### src/logic/muldiv_pkg.sv
// Multiply/divide unit shared definitions
// Word width, opcode and FSM state encodings, step counts
`default_nettype none

package muldiv_pkg;

  // Operand and result width of the core
  localparam int unsigned XLEN = 32;

  //////////////////////////////////////////////////////////////////////////
  // Opcodes
  //////////////////////////////////////////////////////////////////////////

  // Bit 2 set means a divide class opcode
  typedef enum logic [2:0] {
    OP_MUL    = 3'd0,
    OP_MULH   = 3'd1,
    OP_MULHSU = 3'd2,
    OP_MULHU  = 3'd3,
    OP_DIV    = 3'd4,
    OP_DIVU   = 3'd5,
    OP_REM    = 3'd6,
    OP_REMU   = 3'd7
  } muldiv_op_e;

  //////////////////////////////////////////////////////////////////////////
  // Sequencing FSM
  //////////////////////////////////////////////////////////////////////////

  typedef enum logic [2:0] {
    // Operands seen, first step loaded
    ST_IDLE      = 3'd0,
    // Iterating over the Booth or divide steps
    ST_EXEC      = 3'd1,
    // Divide only, decide if a correction is needed
    ST_REMD_CHCK = 3'd2,
    // Quotient plus or minus one
    ST_QUOT_CORR = 3'd3,
    // Remainder plus or minus divisor
    ST_REMD_CORR = 3'd4
  } muldiv_state_e;

  // Counter value of the last exec cycle
  localparam int unsigned MUL_STEPS = 16;
  localparam int unsigned DIV_STEPS = 32;

  // Wide enough to hold DIV_STEPS
  localparam int unsigned CNT_W = 6;

endpackage : muldiv_pkg

`default_nettype wire

### src/logic/muldiv_ctrl.sv
// Multiply/divide sequencer
// Holds the FSM state and step counter and issues the per-step
// strobes for the Booth multiplier and the non-restoring divider
`timescale 1ns/10ps
`default_nettype none

module muldiv_ctrl (
  input  logic                   clk,
  input  logic                   i_arst_n,
  input  logic                   i_valid,
  input  muldiv_pkg::muldiv_op_e i_op,
  input  logic                   i_special,
  input  logic                   i_retire,
  input  logic                   i_div_need_corr,
  output logic                   o_mul_load,
  output logic                   o_mul_iter,
  output logic                   o_mul_last,
  output logic                   o_div_load,
  output logic                   o_div_iter,
  output logic                   o_div_last,
  output logic                   o_div_chck,
  output logic                   o_quot_corr,
  output logic                   o_remd_corr,
  output logic                   o_done
);

  import muldiv_pkg::*;

  muldiv_state_e    state_r;
  muldiv_state_e    state_nxt;
  logic [CNT_W-1:0] step_cnt_r;
  logic             is_mul;
  logic             st_idle;
  logic             st_exec;
  logic             exec_last;
  logic             start;

  // Multiply opcodes take the 16 step path, the rest divide
  assign is_mul = (i_op == OP_MUL) | (i_op == OP_MULH) |
                  (i_op == OP_MULHSU) | (i_op == OP_MULHU);

  assign st_idle = (state_r == ST_IDLE);
  assign st_exec = (state_r == ST_EXEC);

  // Special cases answer from idle without leaving it
  assign start = st_idle & i_valid & ~i_special;

  // Last exec cycle depends on the opcode class
  assign exec_last = is_mul ? (step_cnt_r == CNT_W'(MUL_STEPS))
                            : (step_cnt_r == CNT_W'(DIV_STEPS));

  //////////////////////////////////////////////////////////////////////////
  // Next state
  //////////////////////////////////////////////////////////////////////////

  always_comb begin
    state_nxt = state_r;
    case (state_r)
      ST_IDLE: begin
        if (start) begin
          state_nxt = ST_EXEC;
        end
      end
      ST_EXEC: begin
        // Divide always goes on to the check, multiply waits for the sink
        if (exec_last & ~is_mul) begin
          state_nxt = ST_REMD_CHCK;
        end else if (exec_last & i_retire) begin
          state_nxt = ST_IDLE;
        end
      end
      ST_REMD_CHCK: begin
        if (i_div_need_corr) begin
          state_nxt = ST_QUOT_CORR;
        end else if (i_retire) begin
          state_nxt = ST_IDLE;
        end
      end
      // One cycle only
      ST_QUOT_CORR: state_nxt = ST_REMD_CORR;
      ST_REMD_CORR: begin
        if (i_retire) begin
          state_nxt = ST_IDLE;
        end
      end
      default: state_nxt = ST_IDLE;
    endcase
  end

  always_ff @(posedge clk or negedge i_arst_n) begin
    if (!i_arst_n) begin
      state_r    <= ST_IDLE;
      step_cnt_r <= '0;
    end else begin
      state_r <= state_nxt;
      // Idle cycle counts as step zero, so exec starts at one
      if (start) begin
        step_cnt_r <= CNT_W'(1);
      end else if (st_exec & ~exec_last) begin
        step_cnt_r <= step_cnt_r + CNT_W'(1);
      end
    end
  end

  // Multiplier strobes
  assign o_mul_load = st_idle & i_valid & is_mul;
  assign o_mul_iter = st_exec & is_mul & ~exec_last;
  assign o_mul_last = st_exec & is_mul & exec_last;

  // Divider strobes
  assign o_div_load  = start & ~is_mul;
  assign o_div_iter  = st_exec & ~is_mul & ~exec_last;
  assign o_div_last  = st_exec & ~is_mul & exec_last;
  assign o_div_chck  = (state_r == ST_REMD_CHCK);
  assign o_quot_corr = (state_r == ST_QUOT_CORR);
  assign o_remd_corr = (state_r == ST_REMD_CORR);

  // Result ready for write-back
  assign o_done = o_mul_last | (o_div_chck & ~i_div_need_corr) | o_remd_corr;

endmodule : muldiv_ctrl

`default_nettype wire

### src/logic/booth_mul_dpath.sv
// Radix-4 Booth multiplier datapath
// Sign-extended 33x33 product in sixteen register steps plus a final
// combinational add, with its own 35-bit adder
`timescale 1ns/10ps
`default_nettype none

module booth_mul_dpath (
  input  logic                        clk,
  input  logic                        i_arst_n,
  input  muldiv_pkg::muldiv_op_e      i_op,
  input  logic [muldiv_pkg::XLEN-1:0] i_rs1,
  input  logic [muldiv_pkg::XLEN-1:0] i_rs2,
  input  logic                        i_load,
  input  logic                        i_iter,
  input  logic                        i_last,
  output logic [muldiv_pkg::XLEN-1:0] o_mul_res
);

  import muldiv_pkg::*;

  logic            rs1_sign;
  logic            rs2_sign;
  logic [XLEN:0]   prdt_hi_r;
  logic [XLEN:0]   prdt_lo_r;
  logic            prdt_sft1_r;
  logic [2:0]      booth_code;
  logic            sel_zero;
  logic            sel_two;
  logic            sel_sub;
  logic [XLEN+2:0] add_op1;
  logic [XLEN+2:0] add_op2;
  logic [XLEN+2:0] add_res;

  // MULHU is unsigned by unsigned, MULHSU has an unsigned rs2
  assign rs1_sign = (i_op == OP_MULHU) ? 1'b0 : i_rs1[XLEN-1];
  assign rs2_sign = ((i_op == OP_MULHSU) | (i_op == OP_MULHU)) ? 1'b0 : i_rs2[XLEN-1];

  // Bit pairs of rs1 plus the bit below, last digit sees the extended sign
  assign booth_code = i_load ? {i_rs1[1:0], 1'b0} :
                      i_last ? {rs1_sign, prdt_lo_r[0], prdt_sft1_r} :
                               {prdt_lo_r[1:0], prdt_sft1_r};

  // 000 and 111 add nothing, 011 and 100 take twice rs2
  assign sel_zero = (booth_code == 3'b000) | (booth_code == 3'b111);
  assign sel_two  = (booth_code == 3'b011) | (booth_code == 3'b100);
  assign sel_sub  = booth_code[2];

  always_comb begin
    if (sel_zero) begin
      add_op2 = '0;
    end else if (sel_two) begin
      add_op2 = {rs2_sign, rs2_sign, i_rs2, 1'b0};
    end else begin
      add_op2 = {rs2_sign, rs2_sign, rs2_sign, i_rs2};
    end
  end

  // Running high partial product, sign-extended to the adder width
  assign add_op1 = i_load ? '0 : {prdt_hi_r[XLEN], prdt_hi_r[XLEN], prdt_hi_r};
  assign add_res = add_op1 + (add_op2 ^ {(XLEN+3){sel_sub}}) + {{(XLEN+2){1'b0}}, sel_sub};

  // Shift right by two each step, product bits enter the low register
  always_ff @(posedge clk or negedge i_arst_n) begin
    if (!i_arst_n) begin
      prdt_hi_r   <= '0;
      prdt_lo_r   <= '0;
      prdt_sft1_r <= 1'b0;
    end else if (i_load) begin
      prdt_hi_r   <= add_res[XLEN+2:2];
      prdt_lo_r   <= {add_res[1:0], rs1_sign, i_rs1[XLEN-1:2]};
      prdt_sft1_r <= i_rs1[1];
    end else if (i_iter) begin
      prdt_hi_r   <= add_res[XLEN+2:2];
      prdt_lo_r   <= {add_res[1:0], prdt_lo_r[XLEN:2]};
      prdt_sft1_r <= prdt_lo_r[1];
    end
  end

  // Low word is already shifted in, high word comes from the final add
  assign o_mul_res = (i_op == OP_MUL) ? prdt_lo_r[XLEN:1] : add_res[XLEN-1:0];

endmodule : booth_mul_dpath

`default_nettype wire

### src/logic/nonrestore_div_dpath.sv
// Non-restoring divider datapath
// Thirty-two add/subtract steps, a remainder check, then optional
// quotient and remainder correction, all on one 34-bit adder
`timescale 1ns/10ps
`default_nettype none

module nonrestore_div_dpath (
  input  logic                        clk,
  input  logic                        i_arst_n,
  input  muldiv_pkg::muldiv_op_e      i_op,
  input  logic [muldiv_pkg::XLEN-1:0] i_rs1,
  input  logic [muldiv_pkg::XLEN-1:0] i_rs2,
  input  logic                        i_load,
  input  logic                        i_iter,
  input  logic                        i_last,
  input  logic                        i_chck,
  input  logic                        i_quot_corr,
  input  logic                        i_remd_corr,
  output logic                        o_need_corr,
  output logic [muldiv_pkg::XLEN-1:0] o_div_res
);

  import muldiv_pkg::*;

  logic            is_unsigned;
  logic            rs1_sign;
  logic            rs2_sign;
  logic [XLEN+1:0] divisor;
  logic            quot_first;
  logic [XLEN:0]   remd_r;
  logic [XLEN:0]   quot_r;
  logic            remd_sft1_r;
  logic            prev_quot;
  logic            cur_quot;
  logic [XLEN:0]   part_lo;
  logic [XLEN+1:0] add_op1;
  logic [XLEN+1:0] add_op2;
  logic            add_sub;
  logic [XLEN+1:0] add_res;
  logic            remd_inc_quot_dec;
  logic [XLEN:0]   div_remd;

  assign is_unsigned = (i_op == OP_DIVU) | (i_op == OP_REMU);
  assign rs1_sign    = is_unsigned ? 1'b0 : i_rs1[XLEN-1];
  assign rs2_sign    = is_unsigned ? 1'b0 : i_rs2[XLEN-1];
  assign divisor     = {rs2_sign, rs2_sign, i_rs2};

  // Opposite signs start with a quotient digit of minus one
  assign quot_first = ~(rs1_sign ^ rs2_sign);

  // Previous digit picks subtract for plus one, add for minus one
  assign prev_quot = i_load ? quot_first : quot_r[0];

  // Low half of the shifting pair, dividend on load
  assign part_lo = i_load ? {i_rs1, quot_first} : quot_r;

  // Sign of each corrected step follows the remainder against the divisor
  assign remd_inc_quot_dec = remd_r[XLEN] ^ divisor[XLEN+1];

  //////////////////////////////////////////////////////////////////////////
  // Adder operand select per phase
  //////////////////////////////////////////////////////////////////////////

  always_comb begin
    if (i_quot_corr) begin
      add_op1 = {quot_r[XLEN], quot_r};
      add_op2 = {{(XLEN+1){1'b0}}, 1'b1};
      add_sub = remd_inc_quot_dec;
    end else if (i_chck | i_remd_corr) begin
      // Check adds the divisor to spot a remainder of minus divisor
      add_op1 = {remd_r[XLEN], remd_r};
      add_op2 = divisor;
      add_sub = i_remd_corr & ~remd_inc_quot_dec;
    end else begin
      // Load shifts the sign-extended dividend in from the top
      add_op1 = i_load ? {(XLEN+2){rs1_sign}} : {remd_sft1_r, remd_r};
      add_op2 = divisor;
      add_sub = prev_quot;
    end
  end

  assign add_res  = add_op1 + (add_op2 ^ {(XLEN+2){add_sub}}) + {{(XLEN+1){1'b0}}, add_sub};
  assign cur_quot = ~(add_res[XLEN+1] ^ divisor[XLEN+1]);

  always_ff @(posedge clk or negedge i_arst_n) begin
    if (!i_arst_n) begin
      remd_r      <= '0;
      quot_r      <= '0;
      remd_sft1_r <= 1'b0;
    end else if (i_load | i_iter) begin
      // Partial remainder and quotient shift left together
      remd_r      <= {add_res[XLEN-1:0], part_lo[XLEN]};
      quot_r      <= {part_lo[XLEN-1:0], cur_quot};
      remd_sft1_r <= add_res[XLEN];
    end else if (i_last) begin
      // Unshifted remainder, final quotient digit is always one
      remd_r      <= add_res[XLEN:0];
      quot_r      <= {part_lo[XLEN-1:0], 1'b1};
      remd_sft1_r <= add_res[XLEN];
    end else if (i_quot_corr) begin
      quot_r <= add_res[XLEN:0];
    end
  end

  // Wrong sign, equal to divisor, or equal to minus divisor
  assign o_need_corr = i_chck & (((remd_r[XLEN] ^ rs1_sign) & (remd_r != '0)) |
                                 (add_res == '0) |
                                 (remd_r == divisor[XLEN:0]));

  // Corrected remainder goes out straight from the adder
  assign div_remd = i_remd_corr ? add_res[XLEN:0] : remd_r;

  assign o_div_res = ((i_op == OP_DIV) | (i_op == OP_DIVU)) ? quot_r[XLEN-1:0]
                                                             : div_remd[XLEN-1:0];

endmodule : nonrestore_div_dpath

`default_nettype wire

### src/logic/muldiv_wbck.sv
// Multiply/divide write-back
// Detects divide by zero and signed overflow, picks the result and
// drives the valid/ready handshake toward the core
`timescale 1ns/10ps
`default_nettype none

module muldiv_wbck (
  input  logic                        i_valid,
  input  logic                        i_o_ready,
  input  muldiv_pkg::muldiv_op_e      i_op,
  input  logic [muldiv_pkg::XLEN-1:0] i_rs1,
  input  logic [muldiv_pkg::XLEN-1:0] i_rs2,
  input  logic                        i_done,
  input  logic [muldiv_pkg::XLEN-1:0] i_mul_res,
  input  logic [muldiv_pkg::XLEN-1:0] i_div_res,
  output logic                        o_special,
  output logic                        o_retire,
  output logic                        o_valid,
  output logic                        o_i_ready,
  output logic [muldiv_pkg::XLEN-1:0] o_wdat
);

  import muldiv_pkg::*;

  logic            div_op;
  logic            quot_sel;
  logic            div_by_0;
  logic            div_ovf;
  logic            wbck_condi;
  logic [XLEN-1:0] special_res;

  assign quot_sel = (i_op == OP_DIV) | (i_op == OP_DIVU);
  assign div_op   = quot_sel | (i_op == OP_REM) | (i_op == OP_REMU);

  // Signed only, most negative over minus one
  assign div_by_0 = (i_rs2 == '0);
  assign div_ovf  = ((i_op == OP_DIV) | (i_op == OP_REM)) & (&i_rs2) &
                    (i_rs1 == {1'b1, {(XLEN-1){1'b0}}});

  // Only an operation on the port can be a special case
  assign o_special = i_valid & div_op & (div_by_0 | div_ovf);

  // RISC-V defined results for the two special cases
  always_comb begin
    if (div_by_0) begin
      special_res = quot_sel ? {XLEN{1'b1}} : i_rs1;
    end else begin
      special_res = quot_sel ? {1'b1, {(XLEN-1){1'b0}}} : '0;
    end
  end

  // Handshake passes through once a result exists
  assign wbck_condi = o_special | i_done;
  assign o_valid    = wbck_condi & i_valid;
  assign o_i_ready  = wbck_condi & i_o_ready;
  assign o_retire   = o_valid & i_o_ready;

  assign o_wdat = o_special ? special_res :
                  div_op    ? i_div_res   : i_mul_res;

endmodule : muldiv_wbck

`default_nettype wire

### src/logic/muldiv_top.sv
// Iterative multiply/divide unit top level
// Sequencer, Booth multiplier, non-restoring divider and write-back
`timescale 1ns/10ps
`default_nettype none

module muldiv_top (
  input  logic                        clk,
  input  logic                        i_arst_n,
  input  logic                        i_valid,
  input  muldiv_pkg::muldiv_op_e      i_op,
  input  logic [muldiv_pkg::XLEN-1:0] i_rs1,
  input  logic [muldiv_pkg::XLEN-1:0] i_rs2,
  input  logic                        o_ready,
  output logic                        i_ready,
  output logic                        o_valid,
  output logic [muldiv_pkg::XLEN-1:0] o_wdat
);

  import muldiv_pkg::*;

  // Sequencer strobes
  logic mul_load;
  logic mul_iter;
  logic mul_last;
  logic div_load;
  logic div_iter;
  logic div_last;
  logic div_chck;
  logic quot_corr;
  logic remd_corr;
  logic done;

  // Status back to the sequencer
  logic div_need_corr;
  logic special;
  logic retire;

  // Datapath results
  logic [XLEN-1:0] mul_res;
  logic [XLEN-1:0] div_res;

  muldiv_ctrl u_ctrl (
    .clk             (clk),
    .i_arst_n        (i_arst_n),
    .i_valid         (i_valid),
    .i_op            (i_op),
    .i_special       (special),
    .i_retire        (retire),
    .i_div_need_corr (div_need_corr),
    .o_mul_load      (mul_load),
    .o_mul_iter      (mul_iter),
    .o_mul_last      (mul_last),
    .o_div_load      (div_load),
    .o_div_iter      (div_iter),
    .o_div_last      (div_last),
    .o_div_chck      (div_chck),
    .o_quot_corr     (quot_corr),
    .o_remd_corr     (remd_corr),
    .o_done          (done)
  );

  booth_mul_dpath u_mul (
    .clk       (clk),
    .i_arst_n  (i_arst_n),
    .i_op      (i_op),
    .i_rs1     (i_rs1),
    .i_rs2     (i_rs2),
    .i_load    (mul_load),
    .i_iter    (mul_iter),
    .i_last    (mul_last),
    .o_mul_res (mul_res)
  );

  nonrestore_div_dpath u_div (
    .clk         (clk),
    .i_arst_n    (i_arst_n),
    .i_op        (i_op),
    .i_rs1       (i_rs1),
    .i_rs2       (i_rs2),
    .i_load      (div_load),
    .i_iter      (div_iter),
    .i_last      (div_last),
    .i_chck      (div_chck),
    .i_quot_corr (quot_corr),
    .i_remd_corr (remd_corr),
    .o_need_corr (div_need_corr),
    .o_div_res   (div_res)
  );

  muldiv_wbck u_wbck (
    .i_valid   (i_valid),
    .i_o_ready (o_ready),
    .i_op      (i_op),
    .i_rs1     (i_rs1),
    .i_rs2     (i_rs2),
    .i_done    (done),
    .i_mul_res (mul_res),
    .i_div_res (div_res),
    .o_special (special),
    .o_retire  (retire),
    .o_valid   (o_valid),
    .o_i_ready (i_ready),
    .o_wdat    (o_wdat)
  );

endmodule : muldiv_top

`default_nettype wire

### config.mk
export PLATFORM = sky130hd
export DESIGN_NAME = muldiv_top
export DESIGN_NICKNAME = d
export VERILOG_FILES = /design/src/logic/muldiv_pkg.sv /design/src/logic/muldiv_ctrl.sv /design/src/logic/booth_mul_dpath.sv /design/src/logic/nonrestore_div_dpath.sv /design/src/logic/muldiv_wbck.sv /design/src/logic/muldiv_top.sv
export SDC_FILE = /design/constraint.sdc
export NUM_CORES = 1
export LEC_CHECK = 0
export BUFFER_PORTS_ARGS = -buffer_cell sky130_fd_sc_hd__buf_2
export CORE_UTILIZATION = 50
export DETAILED_ROUTE_END_ITERATION = 6
export GPL_ROUTABILITY_DRIVEN = 0
export PLACE_DENSITY = 0.72
export SYNTH_ARGS = -nofsm -noshare
export SYNTH_HDL_FRONTEND = slang
export SYNTH_SLANG_ARGS = --single-unit
### constraint.sdc
create_clock -name clk -period 9.2 [get_ports clk]
set_input_delay 1.38 -clock clk [delete_from_list [all_inputs] [get_ports clk]]
set_output_delay 1.38 -clock clk [all_outputs]
set_load 0.005 [all_outputs]
==> flow_metrics.py <==
metrics = {
    "grt": {
        "grt_pass1_vias": 14918,
        "grt_pass1_wl_microns": 85790,
        "grt_usage_pct": 36.93,
        "grt_max_degree": 84,
        "globalRouteOverflowTotal": 0,
        "antenna_found_initial": 1,
    },
    "hold_path": {
        "hp-class": "reg2reg",
        "worst_hold_startpoint": "u_mul.prdt_hi_r[10]",
        "holdPathStages": 2,
        "whs_endpoint": "u_mul.prdt_hi_r[10]",
    },
    "cts": {
        "cts_hold_buffers": 0,
        "cts_tree": "yes",
        "cts_buffers": 17,
        "cts_max_level": 4,
        "clk_latency_ns": 0.45,
        "clock-sinks": 143,
        "cts-root-buf": "clkbuf_16",
        "clockBufferDepth": 2,
        "clk_pin_slew_ns": 0.06,
    },
    "routing": {
        "via_per_inst": 6.695,
        "drtIter0Drc": 2196,
        "drt-total-wl_microns": 55900,
        "vias": 16134,
        "wl_per_cell_microns": 23.19,
        "antenna_left": 0,
        "firstDrtPassIters": 6,
        "drcViolationCount": 0,
    },
    "yosys": {
        "postSynthAreaPerCell_sq_um": 7.461,
        "yosys.cell_types.count": 78,
        "synthArstFlopShare_pct": 100.0,
        "synth_cells": 1958,
        "netlist_area_sq_mm": 0.01461,
        "synth-edff-count": 0,
        "synthesis.nets": 2098,
        "ys_ff_latch": 143,
        "ys_seq_area_share_pct": 24.49,
        "ys.flop_type": "dfrtp_1",
        "yosysWarnings": 0,
    },
    "setup_path": {
        "worstPathCellList": "buf_2 > or4_1 > or4_1 > or4_4 > a2bb2oi_2 > a31oi_4 > buf_4 > buf_8 > xor2_1 > o21ai_0 > ha_1 > and3_1 > and3_1 > a31oi_4 > a21oi_4 > a21oi_2 > o21bai_1 > xnor2_1 > nand2_1 > or4b_1 > nor4b_2 > nand4b_1 > a22o_1 > buf_2",
        "end_kind": "output pin",
        "cp-start-kind": "input pin",
        "rr_endpoint": "u_mul.prdt_hi_r[32]",
        "cpMaxStageDelayCell": "or4_4",
        "startpoint": "i_rs1[3]",
        "crit_type": "in2out",
        "worstPathArrival_ns": 7.56,
        "cp.buffers_inverters": 4,
        "path_delay_family": "simple AND/OR/NAND/NOR gates",
        "reg2reg_slack_ns": 2.80,
        "cp_slowest_stage_delay_ns": 0.59,
        "rr_worst_depth": 23,
        "worst-path-max-fanout": 19,
        "reg2reg_from": "u_ctrl.state_r[0]",
        "crit_required_ns": 7.82,
    },
    "layout": {
        "final_core_util_pct": 57.45,
        "n_antenna_cell": 0,
        "drive_gt1_share_pct": 13.62,
        "syn_to_final_growth_pct": 12.87,
        "final_cell_mix": "nand2_1, o21ai_0, a21oi_1, nor2_1, dfrtp_1",
        "mostFrequentLayoutCell": "nand2_1",
        "fillers": 2722,
        "fin_nets": 2154,
    },
    "floorplanning": {
        "io_pins": 105,
        "die-area_sq_mm": 0.02990,
        "fp.dieH_microns": 172.9,
        "core_area_sq_mm": 0.02870,
        "num_rows": 62,
        "die_w_microns": 172.9,
        "initial_core_util_pct": 50.90,
    },
    "placement": {
        "dp.final_hpwl_microns": 40790,
        "portBuffers": 104,
        "dp_slack_ns": -0.06477,
    },
    "timing": {
        "slew_headroom_pct": 41.88,
        "clock.fmax_mhz": 111.8,
        "drv_slew": 0,
        "hold_ws_ns": 0.4576,
        "finalCritPeriodShare_pct": 97.21,
        "min_period_ns": 8.943,
        "tightestPinTransition_ns": 0.8698,
        "finClkSkew_ns": 0.01290,
        "setup_viol": 0,
        "hold_violations": 0,
        "postLayoutSetupSlackWorst_ns": 0.2571,
    },
    "status": {
        "status": "finished, final reports clean",
    },
    "job": {
        "max_cap_viol_count": 0,
    },
}
==> flip-flops by register name (all words and copies together) (netlist names) <==
| name | flops |
|---|---|
| u_ctrl.step_cnt_r | 6 |
| u_mul.prdt_lo_r | 33 |
| u_div.quot_r | 33 |
| u_mul.prdt_sft1_r | 1 |
| u_ctrl.state_r | 3 |
| u_mul.prdt_hi_r | 33 |
| u_div.remd_sft1_r | 1 |
| u_div.remd_r | 33 |
==> cell usage after synthesis, types with 22 or more instances <==
master	number	area share (%)
nand2_1	312	8.0
o21ai_0	211	7.2
a21oi_1	158	5.4
nor2_1	154	4.0
dfrtp_1	143	24
clkbuf_1	132	3.4
mux2i_1	101	6.9
xnor2_1	79	4.7
xor2_1	79	4.7
ha_1	67	5.7
and2_1	44	1.9
o211ai_1	33	1.7
o221ai_1	29	1.7
nand3_1	28	0.96
nor4_1	27	1.2
nor3_1	25	0.86
a21o_1	24	1.2
nand4_1	22	0.94
==> worst register-to-register path, cell delays in order, from the launching register on <==
cell	delay, ns
dfrtp_1	0.63
nor3b_1	0.63
and3_1	0.40
mux2i_1	0.32
and2_2	0.28
a21oi_1	0.13
o21ai_4	0.43
mux2i_1	0.25
nor2_1	0.06
xor2_1	0.16
fa_1	0.44
a21o_1	0.19
a21oi_1	0.24
o21ai_0	0.16
a211o_1	0.39
a21oi_1	0.30
o21ai_0	0.22
nand3_1	0.14
a31o_2	0.19
o21a_1	0.17
o21bai_1	0.07
a21oi_1	0.24
o211ai_1	0.11
a2bb2oi_1	0.17
==> worst max-delay path by stage <==
stage	endpoint	slack [ns]	cells past startpoint
final	o_valid	0.26	24
after global routing	o_valid	-0.003	24
after CTS	o_valid	0.02	24
after detailed placement	o_valid	-0.06	25
after global placement	o_valid	0.07	25
after floorplan	i_ready	0.18	23
==> area by class of cell <==
class                   count  area (sq um)  share of cell area [%]
clock buffers              20         466.7                   2.830
repair buffers            181          1120                   6.791
flip-flops and latches    143          3578                   21.70
clock inverters            11         138.9                  0.8422
well taps                 384         480.5                   2.914
inverters                  20         75.07                  0.4553
multi-input cells        1651         10630                   64.47
==> through the flow <==
stage                     cell area [sq um]  setup TNS [ns]  std cells
after CTS                             16320               0       2405
after floorplan                       14610               0       1958
after detailed placement              15710         -0.1281       2374
final                                 16490               0       2410
after global placement                15710               0       2374
after global routing                  16490       -0.002855       2410
==> timing repair <==
action                     CTS  global route
pin swaps                    0            10
setup endpoints to repair    2             6
gates resized for setup      1            34
cloned                       0             0
setup buffers                0             5
==> kinds of logic after synthesis <==
logic type / count (synthesis) / share of synthesized area [%]
mux: 109 / 7.537
compound gates: 600 / 25.36
xor+xnor: 158 / 9.472
fa+ha+maj: 69 / 6.012
simple gates: 715 / 22.90
flops: 143 / 24.49
buf+inv: 164 / 4.222
==> routing by layer <==
layer / track usage [%] / part of all wire [%]
met5: 0 / 0
met4: 21.64 / 7.1
met2: 55.63 / 42
met1: 47.53 / 38
met3: 9.916 / 12
Power is left out: the tool's default activity adds up to more than one toggle a clock period on the data nets, which glitch-free logic cannot reach.
